==> config.mk <==
export PLATFORM = sky130hd
export DESIGN_NAME = decodeTop
export DESIGN_NICKNAME = d
export VERILOG_FILES = /design/src/hdl/decodePkg.sv /design/src/hdl/pipeReg.sv /design/src/hdl/decodeRt.sv /design/src/hdl/decodeSrc.sv /design/src/hdl/decodeClass.sv /design/src/hdl/decodeTop.sv
export SDC_FILE = /design/constraint.sdc
export NUM_CORES = 1
export LEC_CHECK = 0
export BUFFER_PORTS_ARGS = -buffer_cell sky130_fd_sc_hd__buf_2
export CORE_ASPECT_RATIO = 0.75
export CORE_UTILIZATION = 30
export CTS_CLUSTER_DIAMETER = 80
export DETAILED_ROUTE_END_ITERATION = 6
export SLEW_MARGIN = 25
export SYNTH_ARGS = -nofsm -noshare
export SYNTH_HDL_FRONTEND = slang
export SYNTH_HIERARCHICAL = 1
export SYNTH_SLANG_ARGS = --single-unit
==> constraint.sdc <==
create_clock -name clk -period 2.2 [get_ports clk]
set_input_delay 0.33 -clock clk [delete_from_list [all_inputs] [get_ports clk]]
set_output_delay 0.33 -clock clk [all_outputs]
set_load 0.02 [all_outputs]
==> src/hdl/decodePkg.sv <==
// Shared opcodes, instruction formats and decode bundle types for the decode stage
package decodePkg;

	// ====================
	// Register numbers
	// ====================

	typedef logic [5:0] regspec_t;
	typedef logic [31:0] address_t;

	// Register 0 is never a real operand
	localparam regspec_t noReg = 6'd0;
	// JSR links into one of four registers starting at this number
	localparam regspec_t linkBase = 6'd56;
	// RTD always writes the return register
	localparam regspec_t returnReg = 6'd62;

	// ====================
	// Opcodes
	// ====================

	typedef enum logic [6:0] {
		OP_R2 = 7'd2, OP_ADDI = 7'd4, OP_SUBFI = 7'd5, OP_MULI = 7'd6, OP_CSR = 7'd7,
		OP_ANDI = 7'd8, OP_ORI = 7'd9, OP_EORI = 7'd10, OP_CMPI = 7'd11,
		OP_FLT2 = 7'd12, OP_FLT3 = 7'd13, OP_MULUI = 7'd14, OP_MOV = 7'd15,
		OP_DIVI = 7'd16, OP_SLTI = 7'd17, OP_DIVUI = 7'd24,
		OP_JSR = 7'd66, OP_RTD = 7'd69,
		OP_LDB = 7'd72, OP_LDBU = 7'd73, OP_LDW = 7'd74, OP_LDWU = 7'd75,
		OP_LDT = 7'd76, OP_LDTU = 7'd77, OP_LDO = 7'd78, OP_LDX = 7'd79,
		OP_STB = 7'd80, OP_STW = 7'd81, OP_STT = 7'd82, OP_STO = 7'd83
	} opcode_t;

	// Function codes of the R2 format
	typedef enum logic [6:0] {
		FN_ANDC = 7'd3, FN_ADD = 7'd4, FN_SUB = 7'd5, FN_MUL = 7'd6, FN_ORC = 7'd7,
		FN_AND = 7'd8, FN_OR = 7'd9, FN_EOR = 7'd10, FN_CMP = 7'd11,
		FN_NAND = 7'd12, FN_NOR = 7'd13, FN_MULU = 7'd14, FN_ENOR = 7'd15,
		FN_DIV = 7'd16, FN_MOD = 7'd17, FN_DIVU = 7'd24, FN_MODU = 7'd25,
		FN_MULH = 7'd26, FN_MULUH = 7'd27,
		FN_SEQ = 7'd32, FN_SNE = 7'd33, FN_SLT = 7'd34, FN_SLE = 7'd35,
		FN_SLTU = 7'd36, FN_SLEU = 7'd37
	} func_t;

	// ====================
	// Instruction formats
	// ====================

	// Every view keeps opcode, Rt and Ra at the same bit positions
	typedef struct packed {
		logic [24:0] body;
		opcode_t opcode;
	} anyFmt_t;

	typedef struct packed {
		func_t func;
		regspec_t rb;
		regspec_t ra;
		regspec_t rt;
		opcode_t opcode;
	} r2Fmt_t;

	typedef struct packed {
		logic [12:0] imm;
		regspec_t ra;
		regspec_t rt;
		opcode_t opcode;
	} riFmt_t;

	// For stores the rt position carries the data register
	typedef struct packed {
		logic [12:0] disp;
		regspec_t ra;
		regspec_t rt;
		opcode_t opcode;
	} lsFmt_t;

	typedef struct packed {
		logic [6:0] fltFunc;
		regspec_t rb;
		regspec_t ra;
		regspec_t rt;
		opcode_t opcode;
	} f2Fmt_t;

	typedef struct packed {
		logic fltOp;
		regspec_t rc;
		regspec_t rb;
		regspec_t ra;
		regspec_t rt;
		opcode_t opcode;
	} f3Fmt_t;

	typedef struct packed {
		logic [12:0] csrNo;
		regspec_t ra;
		regspec_t rt;
		opcode_t opcode;
	} csrFmt_t;

	typedef union packed {
		anyFmt_t any;
		r2Fmt_t r2;
		riFmt_t ri;
		lsFmt_t ls;
		f2Fmt_t f2;
		f3Fmt_t f3;
		csrFmt_t csr;
	} instruction_t;

	// ====================
	// Stage payloads
	// ====================

	// Word entering from fetch
	typedef struct packed {
		instruction_t instr;
		address_t pc;
	} fetchWord_t;

	// Register specifiers and class flags handed to the next stage
	typedef struct packed {
		address_t pc;
		instruction_t instr;
		regspec_t rt;
		regspec_t ra;
		regspec_t rb;
		regspec_t rc;
		logic isAlu;
		logic isLoad;
		logic isStore;
		logic isBranch;
		logic isFlt;
		logic writesRt;
		logic illegal;
	} decodeBundle_t;

	// True for every opcode the decoder knows about
	function automatic logic knownOpcode(input opcode_t op);
		return op inside {OP_R2, OP_FLT2, OP_FLT3, OP_JSR, OP_RTD, OP_ADDI, OP_SUBFI,
			OP_CMPI, OP_MULI, OP_DIVI, OP_SLTI, OP_MULUI, OP_DIVUI, OP_ANDI, OP_ORI,
			OP_EORI, OP_CSR, OP_MOV, OP_LDB, OP_LDBU, OP_LDW, OP_LDWU, OP_LDT, OP_LDTU,
			OP_LDO, OP_LDX, OP_STB, OP_STW, OP_STT, OP_STO};
	endfunction

	// True for the R2 function codes that produce a result
	function automatic logic knownFunc(input func_t fn);
		return fn inside {FN_ADD, FN_CMP, FN_MUL, FN_DIV, FN_SUB, FN_MULU, FN_DIVU,
			FN_MULH, FN_MOD, FN_MULUH, FN_MODU, FN_AND, FN_OR, FN_EOR, FN_ANDC, FN_NAND,
			FN_NOR, FN_ENOR, FN_ORC, FN_SEQ, FN_SNE, FN_SLT, FN_SLE, FN_SLTU, FN_SLEU};
	endfunction

endpackage

==> src/hdl/pipeReg.sv <==
// One-entry valid/ready pipeline register carrying a payload of any packed type
module pipeReg #(
	parameter type payload_t = logic [31:0]
) (
	input logic clk,
	input logic rst,
	input logic inValid,
	output logic inReady,
	input payload_t inData,
	output logic outValid,
	input logic outReady,
	output payload_t outData
);

	logic loadEn;

	// ====================
	// Handshake
	// ====================

	// Accept when empty, or when the held entry leaves in this same cycle
	assign inReady = !outValid || outReady;

	// A new entry is taken on every upstream transfer
	assign loadEn = inValid && inReady;

	// ====================
	// Storage
	// ====================

	// Valid follows the upstream whenever the slot is free or draining
	always_ff @(posedge clk)
	begin
		if (rst)
			outValid <= 1'b0;
		else if (inReady)
			outValid <= inValid;
	end

	// Payload only moves on a transfer so it stays stable while stalled
	always_ff @(posedge clk)
	begin
		if (loadEn)
			outData <= inData;
	end

endmodule

==> src/hdl/decodeRt.sv <==
// Destination register decoder, including the link registers implied by JSR and RTD
module decodeRt import decodePkg::*; (
	input instruction_t instr,
	output regspec_t rt
);

	opcode_t op;

	assign op = instr.any.opcode;

	// ====================
	// Rt selection
	// ====================

	always_comb
	begin
		case (op)
		// Link rule is listed first so that JSR never falls into the Rt field rule
		OP_JSR:
			rt = linkBase + regspec_t'(instr[8:7]);
		// RTD writes the fixed return register
		OP_RTD:
			rt = returnReg;
		// Only result-producing function codes write Rt
		OP_R2:
			if (knownFunc(instr.r2.func))
				rt = instr.r2.rt;
			else
				rt = noReg;
		OP_FLT2:
			rt = instr.f2.rt;
		OP_FLT3:
			rt = instr.f3.rt;
		// Immediate ALU operations
		OP_ADDI, OP_SUBFI, OP_CMPI, OP_MULI, OP_DIVI, OP_SLTI,
		OP_MULUI, OP_DIVUI, OP_ANDI, OP_ORI, OP_EORI:
			rt = instr.ri.rt;
		// CSR reads return the old value in Rt
		OP_CSR:
			rt = instr.csr.rt;
		OP_MOV:
			rt = instr.r2.rt;
		// Every load width writes its target register
		OP_LDB, OP_LDBU, OP_LDW, OP_LDWU, OP_LDT, OP_LDTU, OP_LDO, OP_LDX:
			rt = instr.ls.rt;
		// Stores and unknown opcodes have no destination
		default:
			rt = noReg;
		endcase
	end

endmodule

==> src/hdl/decodeSrc.sv <==
// Source register decoder for the Ra, Rb and Rc read ports
module decodeSrc import decodePkg::*; (
	input instruction_t instr,
	output regspec_t ra,
	output regspec_t rb,
	output regspec_t rc
);

	opcode_t op;

	assign op = instr.any.opcode;

	// ====================
	// Ra port
	// ====================

	// All known formats read Ra except the two branch forms
	assign ra = (knownOpcode(op) && !(op inside {OP_JSR, OP_RTD})) ? instr.r2.ra : noReg;

	// ====================
	// Rb and Rc ports
	// ====================

	always_comb
	begin
		case (op)
		OP_R2:
		begin
			rb = instr.r2.rb;
			rc = noReg;
		end
		OP_FLT2:
		begin
			rb = instr.f2.rb;
			rc = noReg;
		end
		// Three-operand float reads all three source ports
		OP_FLT3:
		begin
			rb = instr.f3.rb;
			rc = instr.f3.rc;
		end
		// Store data comes from the Rt position and is read on the Rc port
		OP_STB, OP_STW, OP_STT, OP_STO:
		begin
			rb = noReg;
			rc = instr.ls.rt;
		end
		default:
		begin
			rb = noReg;
			rc = noReg;
		end
		endcase
	end

endmodule

==> src/hdl/decodeClass.sv <==
// Instruction class decoder that also flags illegal opcodes and function codes
module decodeClass import decodePkg::*; (
	input instruction_t instr,
	output logic isAlu,
	output logic isLoad,
	output logic isStore,
	output logic isBranch,
	output logic isFlt,
	output logic illegal
);

	opcode_t op;

	assign op = instr.any.opcode;

	// ====================
	// Class flags
	// ====================

	// Register, immediate and move forms all go to the integer ALU
	assign isAlu = op inside {OP_R2, OP_ADDI, OP_SUBFI, OP_CMPI, OP_MULI, OP_DIVI,
		OP_SLTI, OP_MULUI, OP_DIVUI, OP_ANDI, OP_ORI, OP_EORI, OP_MOV};

	// Memory groups by opcode
	assign isLoad = op inside {OP_LDB, OP_LDBU, OP_LDW, OP_LDWU, OP_LDT, OP_LDTU,
		OP_LDO, OP_LDX};
	assign isStore = op inside {OP_STB, OP_STW, OP_STT, OP_STO};

	// Subroutine call and return are the only flow changes here
	assign isBranch = op inside {OP_JSR, OP_RTD};

	assign isFlt = op inside {OP_FLT2, OP_FLT3};

	// ====================
	// Illegal detection
	// ====================

	// An R2 word is only legal with one of the known function codes
	assign illegal = !knownOpcode(op) || (op == OP_R2 && !knownFunc(instr.r2.func));

endmodule

==> src/hdl/decodeTop.sv <==
// Register-specifier decode stage between an input and an output pipeline register
module decodeTop import decodePkg::*; (
	input logic clk,
	input logic rst,
	input logic inValid,
	output logic inReady,
	input fetchWord_t inWord,
	output logic outValid,
	input logic outReady,
	output decodeBundle_t outBundle
);

	// Input register to decoders
	fetchWord_t stageWord;
	logic stageValid;
	logic stageReady;

	// Decoder results
	regspec_t rt;
	regspec_t ra;
	regspec_t rb;
	regspec_t rc;
	logic isAlu;
	logic isLoad;
	logic isStore;
	logic isBranch;
	logic isFlt;
	logic illegal;
	decodeBundle_t bundle;

	// ====================
	// Input register
	// ====================

	pipeReg #(.payload_t(fetchWord_t)) inStage (
		.clk(clk), .rst(rst),
		.inValid(inValid), .inReady(inReady), .inData(inWord),
		.outValid(stageValid), .outReady(stageReady), .outData(stageWord)
	);

	// ====================
	// Decoders
	// ====================

	decodeRt rtDec (.instr(stageWord.instr), .rt(rt));

	decodeSrc srcDec (.instr(stageWord.instr), .ra(ra), .rb(rb), .rc(rc));

	decodeClass classDec (
		.instr(stageWord.instr), .isAlu(isAlu), .isLoad(isLoad), .isStore(isStore),
		.isBranch(isBranch), .isFlt(isFlt), .illegal(illegal)
	);

	// The bundle carries the word along with its decoded fields
	assign bundle = '{pc: stageWord.pc, instr: stageWord.instr, rt: rt, ra: ra, rb: rb,
		rc: rc, isAlu: isAlu, isLoad: isLoad, isStore: isStore, isBranch: isBranch,
		isFlt: isFlt, writesRt: (rt != noReg), illegal: illegal};

	// ====================
	// Output register
	// ====================

	// Its ready feeds back to stall the input register
	pipeReg #(.payload_t(decodeBundle_t)) outStage (
		.clk(clk), .rst(rst),
		.inValid(stageValid), .inReady(stageReady), .inData(bundle),
		.outValid(outValid), .outReady(outReady), .outData(outBundle)
	);

endmodule

After elaboration in Yosys (flattened, before gate mapping)
Cells that the tools add are included.
{"block": "totals", "register_bits": 161, "word_cells": 99}
{"block": "classes", "add_sub_neg": 1, "n_eq_ne": 55, "n_mux": 3, "reduce_logical": 23}
{"op": "7-bit by 4-bit equality test with 1-bit output (second input constant)", "count": 16}
{"op": "7-bit equality test (second input constant)", "count": 14}
{"op": "7-bit by 5-bit equality test with 1-bit output (second input constant)", "count": 9}
{"op": "7-bit by 3-bit equality test with 1-bit output (second input constant)", "count": 8}
{"op": "7-bit by 6-bit equality test with 1-bit output (second input constant)", "count": 6}
{"op": "30-bit nonzero test", "count": 1}
{"op": "25-bit nonzero test", "count": 1}
{"op": "6-bit one-hot mux with 4 select lines", "count": 1}
{"op": "23-bit OR reduction", "count": 1}
{"op": "7-bit by 2-bit equality test with 1-bit output (second input constant)", "count": 2}
{"op": "13-bit nonzero test", "count": 1}
{"op": "6-bit one-hot mux with 2 select lines", "count": 1}
{"op": "8-bit nonzero test", "count": 1}
{"op": "6-bit 2-to-1 mux", "count": 1}
{"op": "6-bit nonzero test", "count": 1}
{"op": "4-bit by 3-bit adder with 5-bit output (first input constant)", "count": 1}
{"op": "1-bit logical NOT", "count": 5}
{"op": "1-bit logical AND", "count": 4}
{"op": "2-bit nonzero test", "count": 2}
{"op": "4-bit nonzero test", "count": 1}
{"op": "4-bit OR reduction", "count": 1}
{"op": "1-bit logical OR", "count": 3}
{"op": "3-bit OR reduction", "count": 1}

Logic depth before layout (Yosys ltp)
Gate-level depths: netlist of the first run.
{"block": "depth", "ltp_word": 5, "depth_mapped": 7}

By module
Netlist of the first run, hierarchy kept.
{"mod": "pipeReg at outStage", "instances": 1, "cells_per_inst": 100, "area_each_um2": 2907.8, "seq_area_each_um2": 2872.8}
{"mod": "pipeReg at inStage", "instances": 1, "cells_per_inst": 69, "area_each_um2": 1976.9, "seq_area_each_um2": 1941.9}
{"mod": "decodeClass", "instances": 1, "cells_per_inst": 49, "area_each_um2": 320.3, "seq_area_each_um2": 0.0}
{"mod": "decodeSrc", "instances": 1, "cells_per_inst": 38, "area_each_um2": 286.5, "seq_area_each_um2": 0.0}
{"mod": "decodeRt", "instances": 1, "cells_per_inst": 35, "area_each_um2": 225.2, "seq_area_each_um2": 0.0}
{"mod": "decodeTop", "instances": 1, "cells_per_inst": 3, "area_each_um2": 13.8, "seq_area_each_um2": 0.0}

Worst setup path before layout of the first run
OpenSTA, ideal clock, no wires.
{"block": "synth_path", "path_type": "register to register", "from": "register inStage/outData[34] (netlist bit)", "to": "register outStage/outData[1] (netlist bit), data pin", "setup_time_ns": 0.260, "arrival_time_ns": 1.567, "slack_ns": 0.373, "stages_incl_launch_ff": 8, "n_path_buf": 0, "synth_period_minus_slack_ns": 1.827, "path_cell_list": "edfxtp_1 > nor2b_1 > o21bai_1 > a21oi_2 > a41oi_2 > o21ai_1 > nor4_1 > nand2_1"}
{"item": "start, declared", "line_no": "pipeReg.sv:12", "rtl": "output payload_t outData"}
{"item": "start signal, assigned", "line_no": "pipeReg.sv:44", "rtl": "outData <= inData;"}
{"item": "end signal, assigned", "line_no": "pipeReg.sv:44"}
{"item": "end, declared", "line_no": "pipeReg.sv:12"}

==> results of run 1 <==
## power groups by stage
stage	combinational (W)	sequential [W]	clock, W
after floorplan	0.000146	0.00380	0
after global placement	0.000474	0.00369	0
after detailed placement	0.000486	0.00370	0
after CTS	0.000487	0.00363	0.00316
after global routing	0.000520	0.00365	0.00329
final	0.000478	0.00363	0.00309
## Yosys cell counts (2+ instances only)
library cell,n
sky130_fd_sc_hd__o21ai_1,5
sky130_fd_sc_hd__a21oi_2,3
sky130_fd_sc_hd__and2_4,2
sky130_fd_sc_hd__nor3b_1,6
sky130_fd_sc_hd__o31a_1,2
sky130_fd_sc_hd__nor4_1,5
sky130_fd_sc_hd__a21oi_1,6
sky130_fd_sc_hd__or2b_2,2
sky130_fd_sc_hd__or3b_2,2
sky130_fd_sc_hd__dfxtp_1,2
sky130_fd_sc_hd__o21bai_1,2
sky130_fd_sc_hd__nand2b_4,2
sky130_fd_sc_hd__nand2_1,9
sky130_fd_sc_hd__o21ai_0,5
sky130_fd_sc_hd__nor3_1,4
sky130_fd_sc_hd__nor2b_1,8
sky130_fd_sc_hd__edfxtp_1,159
sky130_fd_sc_hd__nor4b_1,3
sky130_fd_sc_hd__a22o_1,7
sky130_fd_sc_hd__nor2_1,10
sky130_fd_sc_hd__inv_1,8
sky130_fd_sc_hd__and3_1,3
sky130_fd_sc_hd__buf_2,3
sky130_fd_sc_hd__mux2i_1,2
sky130_fd_sc_hd__and2_1,8
sky130_fd_sc_hd__buf_4,2
sky130_fd_sc_hd__and3b_1,3
## final cells by class
type	instances	share of cell area, %
inverter	8	0.3965
tap	247	4.081
multi-input combinational	119	11.15
clock inverter	15	2.627
clock buffer	17	5.617
sequential	161	63.57
timing repair buffer	178	12.56
## per-stage QoR
| stage | instances | worst slack [ns] | util (%) |
|---|---|---|---|
| floorplan | 294 | 0.3729 | - |
| global placement | 713 | 0.2987 | 37.33 |
| detailed placement | 713 | 0.1779 | 37.33 |
| CTS | 745 | 0.1679 | 40.68 |
| global route | 745 | 0.001059 | 40.68 |
| finish | 745 | 0.1681 | 40.68 |
## metal layers
metal	global-route usage [%]	vias to the layer above
li1	-	1546
met1	15.20	1593
met2	19.59	109
met3	6.027	10
met4	4.422	0
met5	0	-
## state kept, by name, summed over array words and instances (netlist names)
signal / cells
outStage/outValid: 1
outStage/outData: 95
inStage/outData: 64
inStage/outValid: 1
## worst paths after layout
check / end / slack [ns]
worst min register to register: outStage/outData[93] / 0.42
worst max register to register: outStage/outData[1] / 0.17
worst max-delay path: outStage/outData[1] / 0.17
worst min-delay path: inStage/outData[17] / 0.08
## worst reg2reg max path: cells and delay by family (launching register included)
| family | cells | cell delay, ns |
|---|---|---|
| simple gates | 2 | 0.39 |
| flops | 1 | 0.52 |
| compound gates | 5 | 0.87 |
## logic make-up (layout without fill, tap and decap cells)
kind of cell,count (synthesis),count (layout)
AO/OA/AOI/OAI,43,43
AND/OR/NAND/NOR,74,74
multiplexers,2,2
buffers and inverters,14,218
flip-flops,161,161
## placed cells by master (no fill, tap or decap), drive strengths merged, types with 5 or more instances in the layout
cell type,instances
edfxtp,159
nor4,5
clkbuf,17
nor2,10
nor3,5
and2,10
nand2,9
a21oi,9
clkinv,6
buf,178
nor2b,8
nor3b,6
o21ai,10
a22o,7
inv,14
==> summary.txt, run 1 <==
Detailed routing
  • Residual DRC count: 0
  • Max layer used: met4
  • Met1 Wirelength: 5133 µm
  • Number of vias per cell: 4.373
  • Post-detailed-route wirelength per cell: 15.90 µm
  • Detailed router's first-iteration violation count: 163
  • Met2 wire len: 5565 µm
  • Met3 wire length: 1013 µm
  • Total routed wirelength: 11850 µm
  • Total via count in the routed design: 3258
  • Drt pass-1 iters: 4
  • Antenna-violating nets left: 0

STA
  • Hold WS: 0.08258 ns
  • Final Hold Viols: 0
  • Worst slew margin: 61.90%
  • Crit path time final: 2.032 ns
  • Final Skew: 0.01072 ns
  • RSZ-0062 raised after global routing: false
  • Fraction of the cycle the final worst path needs: 92.36%
  • F_max: 492.2 MHz
  • Total negative slack for setup checks: 0 ns
  • Slew Viols, Final: 0
  • Final number of setup-violating endpoints: 0
  • Least-Margin Pin Slew: 0.5715 ns

Min path
  • Class of the tightest hold or removal check: primary input to register
  • Source of the worst hold timing path: inWord[17]
  • Cell depth of the worst min-delay path: 1

Cells and area
  • Multi-input combinational cell area: 844.6 µm²
  • Fillers: 1763
  • Share of post-route cells with drive strength above 1: 45.38%
  • Post-layout net count: 553
  • Seq. cell area: 4815 µm²
  • Antenna Cells: 0
  • Summed area of non-filler cells in the final layout: 7574 µm²
  • Layout overhead on the synthesized area: 32.16%

Synthesis
  • Synth Area in Simple Gates: 8.275%
  • Synth Area in Compound Gates: 6.114%
  • Area share of the leading cell type in the synthesized netlist: 83.32%
  • Synth Area in Adders: 0%
  • Synth cell types: 48
  • Netlist area before placement: 5730 µm²
  • YS warnings: 6
  • Area leader, netlist: sky130_fd_sc_hd__edfxtp_1
  • Asr flop ratio synth: 0%
  • Part of the Yosys area used for sequential elements: 84.02%
  • Multiplexer share of the synthesized area: 0.3493%
  • Count of flip-flops with a built-in enable after synthesis: 159
  • Combinational family with the most area after synthesis: simple AND/OR/NAND/NOR gates
  • Avg Inst Size Synth: 19.49 µm²
  • Synth Area in XOR/XNOR: 0%
  • Largest cells by area after synthesis: sky130_fd_sc_hd__edfxtp_1, sky130_fd_sc_hd__a22o_1, sky130_fd_sc_hd__and2_1, sky130_fd_sc_hd__nor2b_1, sky130_fd_sc_hd__nor3b_1
  • FF+latch count, synth: 161
  • Synth Net Count: 362
  • Most used DFF post-synth: sky130_fd_sc_hd__edfxtp_1
  • Mapped Cells: 294

Power and ir drop
  • Relative contribution of combinational cells to total power: 6.6%
  • Power Total: 0.007198 W
  • Internal: 0.005560 W
  • Pwr dens: 950.4 nW/µm²
  • Fraction of power spent switching nets: 22.75%
  • Leakage power figure: 2.881 nW
  • Sequential group share of total power: 50.4%
  • Maximum vdd ir drop: 586.7 µV
  • Clock power frac: 42.9%
  • Sw power: 0.001638 W

Clock network
  • Reg clk slew, reported paths: 0.07 ns
  • Number of H-tree levels: 4
  • Number of buffers inserted during clock tree synthesis: 17
  • Clk Tree Root Cell: sky130_fd_sc_hd__clkbuf_16
  • Clock tree from TritonCTS: yes
  • Maximum root-to-sink buffer count: 2
  • Number of buffers inserted for hold repair after clock tree synthesis: 0
  • Clock latency at the later pin of the worst-skew pair: 0.42 ns
  • Setup bufs post-CTS: 0
  • Count of instances resized after the clock tree is built: 0
  • Clock sink total: 161

Critical path
  • Required @ worst endpoint: 2.36 ns
  • Timing startpoint of the critical path: inStage/outData[62]
  • Worst-path fanout max: 10
  • Number of cells on the worst reg-to-reg path: 7
  • Max stage delay cell, worst path: sky130_fd_sc_hd__edfxtp_1
  • Capturing element type of the critical path: register
  • Category of the most critical setup path: register to register
  • Combined buffer and inverter count along the critical path: 0
  • Reg-to-Reg Start: inStage/outData[62]
  • Kind of cell with the highest combined delay on the critical path: compound AO/OA/AOI/OAI gates
  • Series of cell instances along the critical path: a21oi_1 -> o31a_1 -> o221ai_2 -> a41oi_2 -> o21ai_1 -> nor4_1 -> nand2_1
  • Critical Path Max Stage Delay: 0.52 ns
  • Critical Path Source Type: register
  • Data arrival time at the worst-slack endpoint: 2.20 ns
  • Logic depth of the worst setup path including buffers: 7

GRT
  • Total congestion overflow after global routing: 0
  • Via count of the first global-routing pass: 3387
  • Global-route usage over all layers: 12.56%
  • First-pass GRT wire length: 18240 µm
  • Initial antenna violation count: 0
  • Pin count of the biggest net entering global routing: 53

Place
  • Instance area at placement: 6949 µm²
  • Placer's final routability congestion estimate: 0.8238
  • Count of buffers from port buffering: 164
  • HPWL Detailed: 8529 µm

Die
  • I/O Pins: 165
  • Vertical die dimension: 121.7 µm
  • Placeable Area: 18620 µm²
  • Die X: 161.6 µm
  • Number of standard-cell rows in the floorplan: 43
  • Die area: 19660 µm²
  • Initial core utilization: 30.78%

Outcome
  • Status: finished clean

Flow run
  • Number of maximum-capacitance violations: 0
Note: power is estimated with default switching activity, not from simulation.
==> run 2: changes to the inputs <==
- CTS_BUF_LIST: unset -> sky130_fd_sc_hd__clkbuf_2
- SETUP_SLACK_MARGIN: unset -> 0.5
==> summary.txt, run 2 (same netlist as run 1, synthesis figures left out) <==
Die
  • Die area: 19660 µm² (unchanged)
  • Number of standard-cell rows in the floorplan: 43 (unchanged)
  • Die X: 161.6 µm (unchanged)
  • I/O Pins: 165 (unchanged)
  • Placeable Area: 18620 µm² (unchanged)
  • Vertical die dimension: 121.7 µm (unchanged)
  • Initial core utilization: 30.78% (unchanged)

Detailed routing
  • Total via count in the routed design: 3691 (was 3258)
  • Total routed wirelength: 13790 µm (was 11850 µm)
  • Drt pass-1 iters: 5 (was 4)
  • Residual DRC count: 0 (unchanged)
  • Number of vias per cell: 4.394 (was 4.373)
  • Post-detailed-route wirelength per cell: 16.42 µm (was 15.90 µm)
  • Antenna-violating nets left: 0 (unchanged)
  • Detailed router's first-iteration violation count: 304 (was 163)

Critical path
  • Reg-to-Reg Start: inStage/outData[60] (was inStage/outData[62])
  • Timing startpoint of the critical path: inStage/outData[60] (was inStage/outData[62])
  • Critical Path Source Type: register (unchanged)
  • Required @ worst endpoint: 2.67 ns (was 2.36 ns)
  • Worst-path fanout max: 8 (was 10)
  • Category of the most critical setup path: register to register (unchanged)
  • Data arrival time at the worst-slack endpoint: 2.48 ns (was 2.20 ns)
  • Capturing element type of the critical path: register (unchanged)

Clock network
  • Reg clk slew, reported paths: 0.23 ns (was 0.07 ns)
  • Maximum root-to-sink buffer count: 2 (unchanged)
  • Number of H-tree levels: 4 (unchanged)
  • Clock tree from TritonCTS: yes (unchanged)
  • Number of buffers inserted during clock tree synthesis: 17 (unchanged)
  • Clock latency at the later pin of the worst-skew pair: 0.69 ns (was 0.42 ns)
  • Clk Tree Root Cell: sky130_fd_sc_hd__clkbuf_2 (was sky130_fd_sc_hd__clkbuf_16)
  • Clock sink total: 161 (unchanged)

STA
  • F_max: 497.2 MHz (was 492.2 MHz)
  • Fraction of the cycle the final worst path needs: 91.42% (was 92.36%)
  • Final Skew: 0.03166 ns (was 0.01072 ns)
  • Slew Viols, Final: 0 (unchanged)
  • Least-Margin Pin Slew: 0.5590 ns (was 0.5715 ns)
  • Total negative slack for setup checks: 0 ns (unchanged)
  • Hold WS: 0.3257 ns (was 0.08258 ns)
  • Crit path time final: 2.011 ns (was 2.032 ns)
  • RSZ-0062 raised after global routing: true (was false)
  • Worst slew margin: 62.73% (was 61.90%)
  • Final number of setup-violating endpoints: 0 (unchanged)
  • Final Hold Viols: 0 (unchanged)
  • Final worst setup slack: 0.1888 ns (was 0.1681 ns)

GRT
  • Via count of the first global-routing pass: 3846 (was 3387)
  • Total congestion overflow after global routing: 0 (unchanged)
  • Initial antenna violation count: 1 (was 0)
  • Pin count of the biggest net entering global routing: 96 (was 53)
  • Global-route usage over all layers: 13.99% (was 12.56%)
  • First-pass GRT wire length: 20350 µm (was 18240 µm)

Cells and area
  • Share of post-route cells with drive strength above 1: 43.84% (was 45.38%)
  • Post-layout net count: 648 (was 553)
  • Max FFs per register: 95 (unchanged)
  • Biggest registers after layout: outStage/outData (95), inStage/outData (64) (unchanged)
  • Layout overhead on the synthesized area: 50.98% (was 32.16%)
  • Register containing the most flip-flops in the final layout: outStage/outData (unchanged)
  • Layout Cells excl Fill: 840 (was 745)
  • Commonest non-fill, non-tap cell in the layout: sky130_fd_sc_hd__edfxtp_1 (was sky130_fd_sc_hd__buf_2)
  • Antenna Cells: 0 (unchanged)
  • Commonest non-fill, non-tap cells in the layout: sky130_fd_sc_hd__edfxtp_1, sky130_fd_sc_hd__buf_2, sky130_fd_sc_hd__buf_6 (was sky130_fd_sc_hd__buf_2, sky130_fd_sc_hd__edfxtp_1, sky130_fd_sc_hd__clkbuf_16)

Place
  • Placed Cells incl. Taps: 711 (was 713)
  • Placer's final routability congestion estimate: 0.8108 (was 0.8238)
  • Count of buffers from port buffering: 164 (unchanged)
  • Post-Place Worst Slack: 0.1842 ns (was 0.1779 ns)
  • HPWL Detailed: 8347 µm (was 8529 µm)

Power and ir drop
  • Leakage power figure: 3.316 nW (was 2.881 nW)
  • Maximum vdd ir drop: 510.9 µV (was 586.7 µV)
  • Pwr dens: 698.9 nW/µm² (was 950.4 nW/µm²)
  • Power Total: 0.006047 W (was 0.007198 W)

Min path
  • Class of the tightest hold or removal check: primary input to register (unchanged)
  • Source of the worst hold timing path: inWord[61] (was inWord[17])

Flow run
  • Number of maximum-capacitance violations: 0 (unchanged)

Outcome
  • Status: finished clean (unchanged)
run 2: changes by cell type in the layout (fill, tap and decap cells not counted), moves of 17 or more:
cell / change
sky130_fd_sc_hd__buf_2: -74
sky130_fd_sc_hd__buf_4: +17
sky130_fd_sc_hd__buf_6: +80
sky130_fd_sc_hd__clkbuf_16: -17
sky130_fd_sc_hd__clkbuf_2: +18
sky130_fd_sc_hd__dlygate4sd3_1: +68
run 2: final timing paths:
check             cells past startpoint                    to  slack [ns]
setup / recovery                      7   outStage/outData[1]        0.19
setup reg to reg                      7   outStage/outData[1]        0.19
hold / removal                        2   inStage/outData[61]        0.33
hold reg to reg                       0  outStage/outData[93]        0.44
run 2: area by class of cell:
cell class / count / area, µm²
Clock inverter: 14 / 161.4
Timing Repair Buffer: 273 / 2344
Clock buffer: 18 / 90.09
Tap cell: 247 / 309.0
Inverter: 8 / 30.03
Multi-Input combinational cell: 119 / 902.1
Sequential cell: 161 / 4816
Fill cell: 1647 / 9963
run 2: what timing repair did:
| item | in CTS | in global routing |
|---|---|---|
| endpoints found under the setup margin | 53 | 123 |
| cloned | 0 | 0 |
| endpoints found under the hold margin | 66 | 1 |
| gates resized for setup | 58 | 119 |
| buffers inserted | 20 | 9 |
| pin swaps | 6 | 6 |
| hold buffers | 67 | 1 |
run 2: worst max-delay path: stages (launching register included):
cell and delay (ns):
sky130_fd_sc_hd__edfxtp_1 0.55, sky130_fd_sc_hd__nand2b_1 0.16, sky130_fd_sc_hd__o31a_1 0.17, sky130_fd_sc_hd__o221ai_2 0.13
sky130_fd_sc_hd__a41oi_4 0.28, sky130_fd_sc_hd__o21ai_1 0.11, sky130_fd_sc_hd__nor4_1 0.30, sky130_fd_sc_hd__nand2_1 0.09
run 2: per-layer routing:
metal	vias up	global-route usage, %	wire (µm)
li1	1728	-	-
met3	21	5.924	1010
met4	0	4.304	223
met5	-	0	0
met1	1815	15.63	5473
met2	127	24.30	7084
run 2: where the power goes:
| part | switching, W | internal (W) | total, W |
|---|---|---|---|
| Clock | 0.00104 | 0.000634 | 0.00168 |
| Combinational | 0.000353 | 0.000370 | 0.000723 |
| Sequential | 0.0000864 | 0.00356 | 0.00365 |
run 2: metrics by stage:
stage,util [%],instance area [µm²]
4_1_cts,44.03,8197
3_3_place_gp,37.32,6947
6_report,46.48,8652
3_5_place_dp,37.32,6947
5_1_grt,46.48,8652
2_1_floorplan,-,5731
==> run 3: changes to the inputs <==
- clock period: 2.2 -> 2.25 ns (I/O delays scaled with it)
==> summary.txt, run 3 (same netlist as run 1, synthesis figures left out) <==
GRT
  • Via count of the first global-routing pass: 3957 (was 3846)
  • Global-route usage over all layers: 14.06% (was 13.99%)
  • GRT Max-Usage Layer: met2 (unchanged)
  • Initial antenna violation count: 1 (unchanged)
  • Global Route met3 Usage: 5.414% (was 5.924%)
  • Total congestion overflow after global routing: 0 (unchanged)
  • GR met1 Demand/Resource: 16.34% (was 15.63%)
  • First-pass GRT wire length: 20730 µm (was 20350 µm)
  • Global Route met2 Usage: 23.98% (was 24.30%)
  • Pin count of the biggest net entering global routing: 96 (unchanged)

Power and ir drop
  • Leakage power figure: 3.300 nW (was 3.316 nW)
  • Maximum vdd ir drop: 533.7 µV (was 510.9 µV)
  • Power Total: 0.005887 W (was 0.006047 W)
  • Pwr dens: 681.8 nW/µm² (was 698.9 nW/µm²)

Detailed routing
  • Total routed wirelength: 13670 µm (was 13790 µm)
  • Detailed router's first-iteration violation count: 250 (was 304)
  • Number of vias per cell: 4.397 (was 4.394)
  • Total via count in the routed design: 3689 (was 3691)
  • Post-detailed-route wirelength per cell: 16.29 µm (was 16.42 µm)
  • Drt pass-1 iters: 4 (was 5)
  • Antenna-violating nets left: 0 (unchanged)
  • Residual DRC count: 0 (unchanged)

STA
  • Least-Margin Pin Slew: 0.5871 ns (was 0.5590 ns)
  • Final number of setup-violating endpoints: 0 (unchanged)
  • Crit path time final: 1.984 ns (was 2.011 ns)
  • Slew Viols, Final: 0 (unchanged)
  • Final Skew: 0.03313 ns (was 0.03166 ns)
  • Worst slew margin: 60.86% (was 62.73%)
  • RSZ-0062 raised after global routing: true (unchanged)
  • Fraction of the cycle the final worst path needs: 88.18% (was 91.42%)
  • F_max: 504.0 MHz (was 497.2 MHz)
  • Final Hold Viols: 0 (unchanged)
  • Total negative slack for setup checks: 0 ns (unchanged)

Clock network
  • Clock tree from TritonCTS: yes (unchanged)
  • Maximum root-to-sink buffer count: 2 (unchanged)
  • Reg clk slew, reported paths: 0.27 ns (was 0.23 ns)
  • Clk Tree Root Cell: sky130_fd_sc_hd__clkbuf_2 (unchanged)
  • Clock sink total: 161 (unchanged)
  • Number of H-tree levels: 4 (unchanged)
  • Clock latency at the later pin of the worst-skew pair: 0.71 ns (was 0.69 ns)
  • Number of buffers inserted during clock tree synthesis: 17 (unchanged)

Cells and area
  • Post-layout net count: 647 (was 648)
  • Biggest registers after layout: outStage/outData (95), inStage/outData (64) (unchanged)
  • Antenna Cells: 0 (unchanged)
  • Share of post-route cells with drive strength above 1: 45.95% (was 43.84%)
  • Commonest non-fill, non-tap cell in the layout: sky130_fd_sc_hd__edfxtp_1 (unchanged)
  • Register containing the most flip-flops in the final layout: outStage/outData (unchanged)
  • Layout overhead on the synthesized area: 50.70% (was 50.98%)
  • Max FFs per register: 95 (unchanged)
  • Commonest non-fill, non-tap cells in the layout: sky130_fd_sc_hd__edfxtp_1, sky130_fd_sc_hd__buf_2, sky130_fd_sc_hd__buf_6 (unchanged)

Critical path
  • Capturing element type of the critical path: register (unchanged)
  • Data arrival time at the worst-slack endpoint: 2.48 ns (about the same)
  • Worst-path fanout max: 6 (was 8)
  • Number of cells on the worst reg-to-reg path: 7 (unchanged)
  • Critical Path Source Type: register (unchanged)
  • Category of the most critical setup path: register to register (unchanged)
  • Required @ worst endpoint: 2.75 ns (was 2.67 ns)

Die
  • Number of standard-cell rows in the floorplan: 43 (unchanged)
  • Die X: 161.6 µm (unchanged)
  • I/O Pins: 165 (unchanged)
  • Die area: 19660 µm² (unchanged)
  • Vertical die dimension: 121.7 µm (unchanged)
  • Initial core utilization: 30.78% (unchanged)
  • Placeable Area: 18620 µm² (unchanged)

Place
  • Count of buffers from port buffering: 164 (unchanged)
  • HPWL Detailed: 8097 µm (was 8347 µm)
  • Placer's final routability congestion estimate: 0.7960 (was 0.8108)

Min path
  • Class of the tightest hold or removal check: primary input to register (unchanged)
  • Cell depth of the worst min-delay path: 2 (unchanged)

Flow run
  • Number of maximum-capacitance violations: 0 (unchanged)

Outcome
  • Status: finished clean (unchanged)
[run 3: changes by cell type in the layout (fill, tap and decap cells not counted), sizes merged]
| cell | delta |
|---|---|
| buf | -1 |
| bufinv | -2 |
| clkbuf | -1 |
| clkinv | -5 |
| clkinvlp | +1 |
| inv | +7 |
[run 3: repair_timing]
action,CTS,global route
cloned,0,0
setup buffers,27,3
pin swaps,8,11
gates resized for setup,28,151
hold endpoints to repair,66,0
endpoints found under the setup margin,23,120
hold buffers,68,0
[run 3: critical path, stage by stage (launching register included)]
cell	delay, ns
sky130_fd_sc_hd__edfxtp_1	0.55
sky130_fd_sc_hd__a21oi_2	0.16
sky130_fd_sc_hd__o31a_1	0.16
sky130_fd_sc_hd__o221ai_2	0.14
sky130_fd_sc_hd__a41oi_4	0.30
sky130_fd_sc_hd__o21ai_2	0.10
sky130_fd_sc_hd__nor4_1	0.28
sky130_fd_sc_hd__nand2_1	0.09
[run 3: layout make-up]
class                      count  area [µm²]
fill                        1650        9980
tap                          247       309.0
sequential                   161        4816
clock buffer                  17       85.08
timing repair buffer         272        2277
multi-input combinational    119       955.9
clock inverter                15       162.7
inverter                       8       30.03
[run 3: routing by layer]
metal | vias up | routed length (µm)
met2 | 125 | 6905
met3 | 15 | 974
met1 | 1821 | 5566
met4 | 0 | 220
li1 | 1728 | -
met5 | - | 0
[run 3: final timing paths]
check	from	end	slack (ns)
worst max register to register	inStage/outData[62]	outStage/outData[1]	0.27
worst min register to register	inStage/outData[6]	outStage/outData[69]	0.45
worst max-delay path	inStage/outData[62]	outStage/outData[1]	0.27
worst min-delay path	inWord[60]	inStage/outData[60]	0.31
[run 3: metrics by stage]
stage	std cells	area (µm²)	utilization [%]	hold slack, ns	setup slack (ns)
CTS	836	8148	43.77	0.2239	0.3512
global placement	709	6919	37.17	0.4003	0.2920
global route	839	8636	46.39	0.1777	0.2036
detailed placement	709	6919	37.17	0.4045	0.2372
floorplan	294	5731	-	0.3999	0.4243
finish	839	8636	46.39	0.3091	0.2659
[run 3: where the power goes]
group	internal, W	total, W	switching (W)
combinational	0.000353	0.000701	0.000347
clock	0.000459	0.00163	0.00117
sequential	0.00348	0.00356	0.0000788
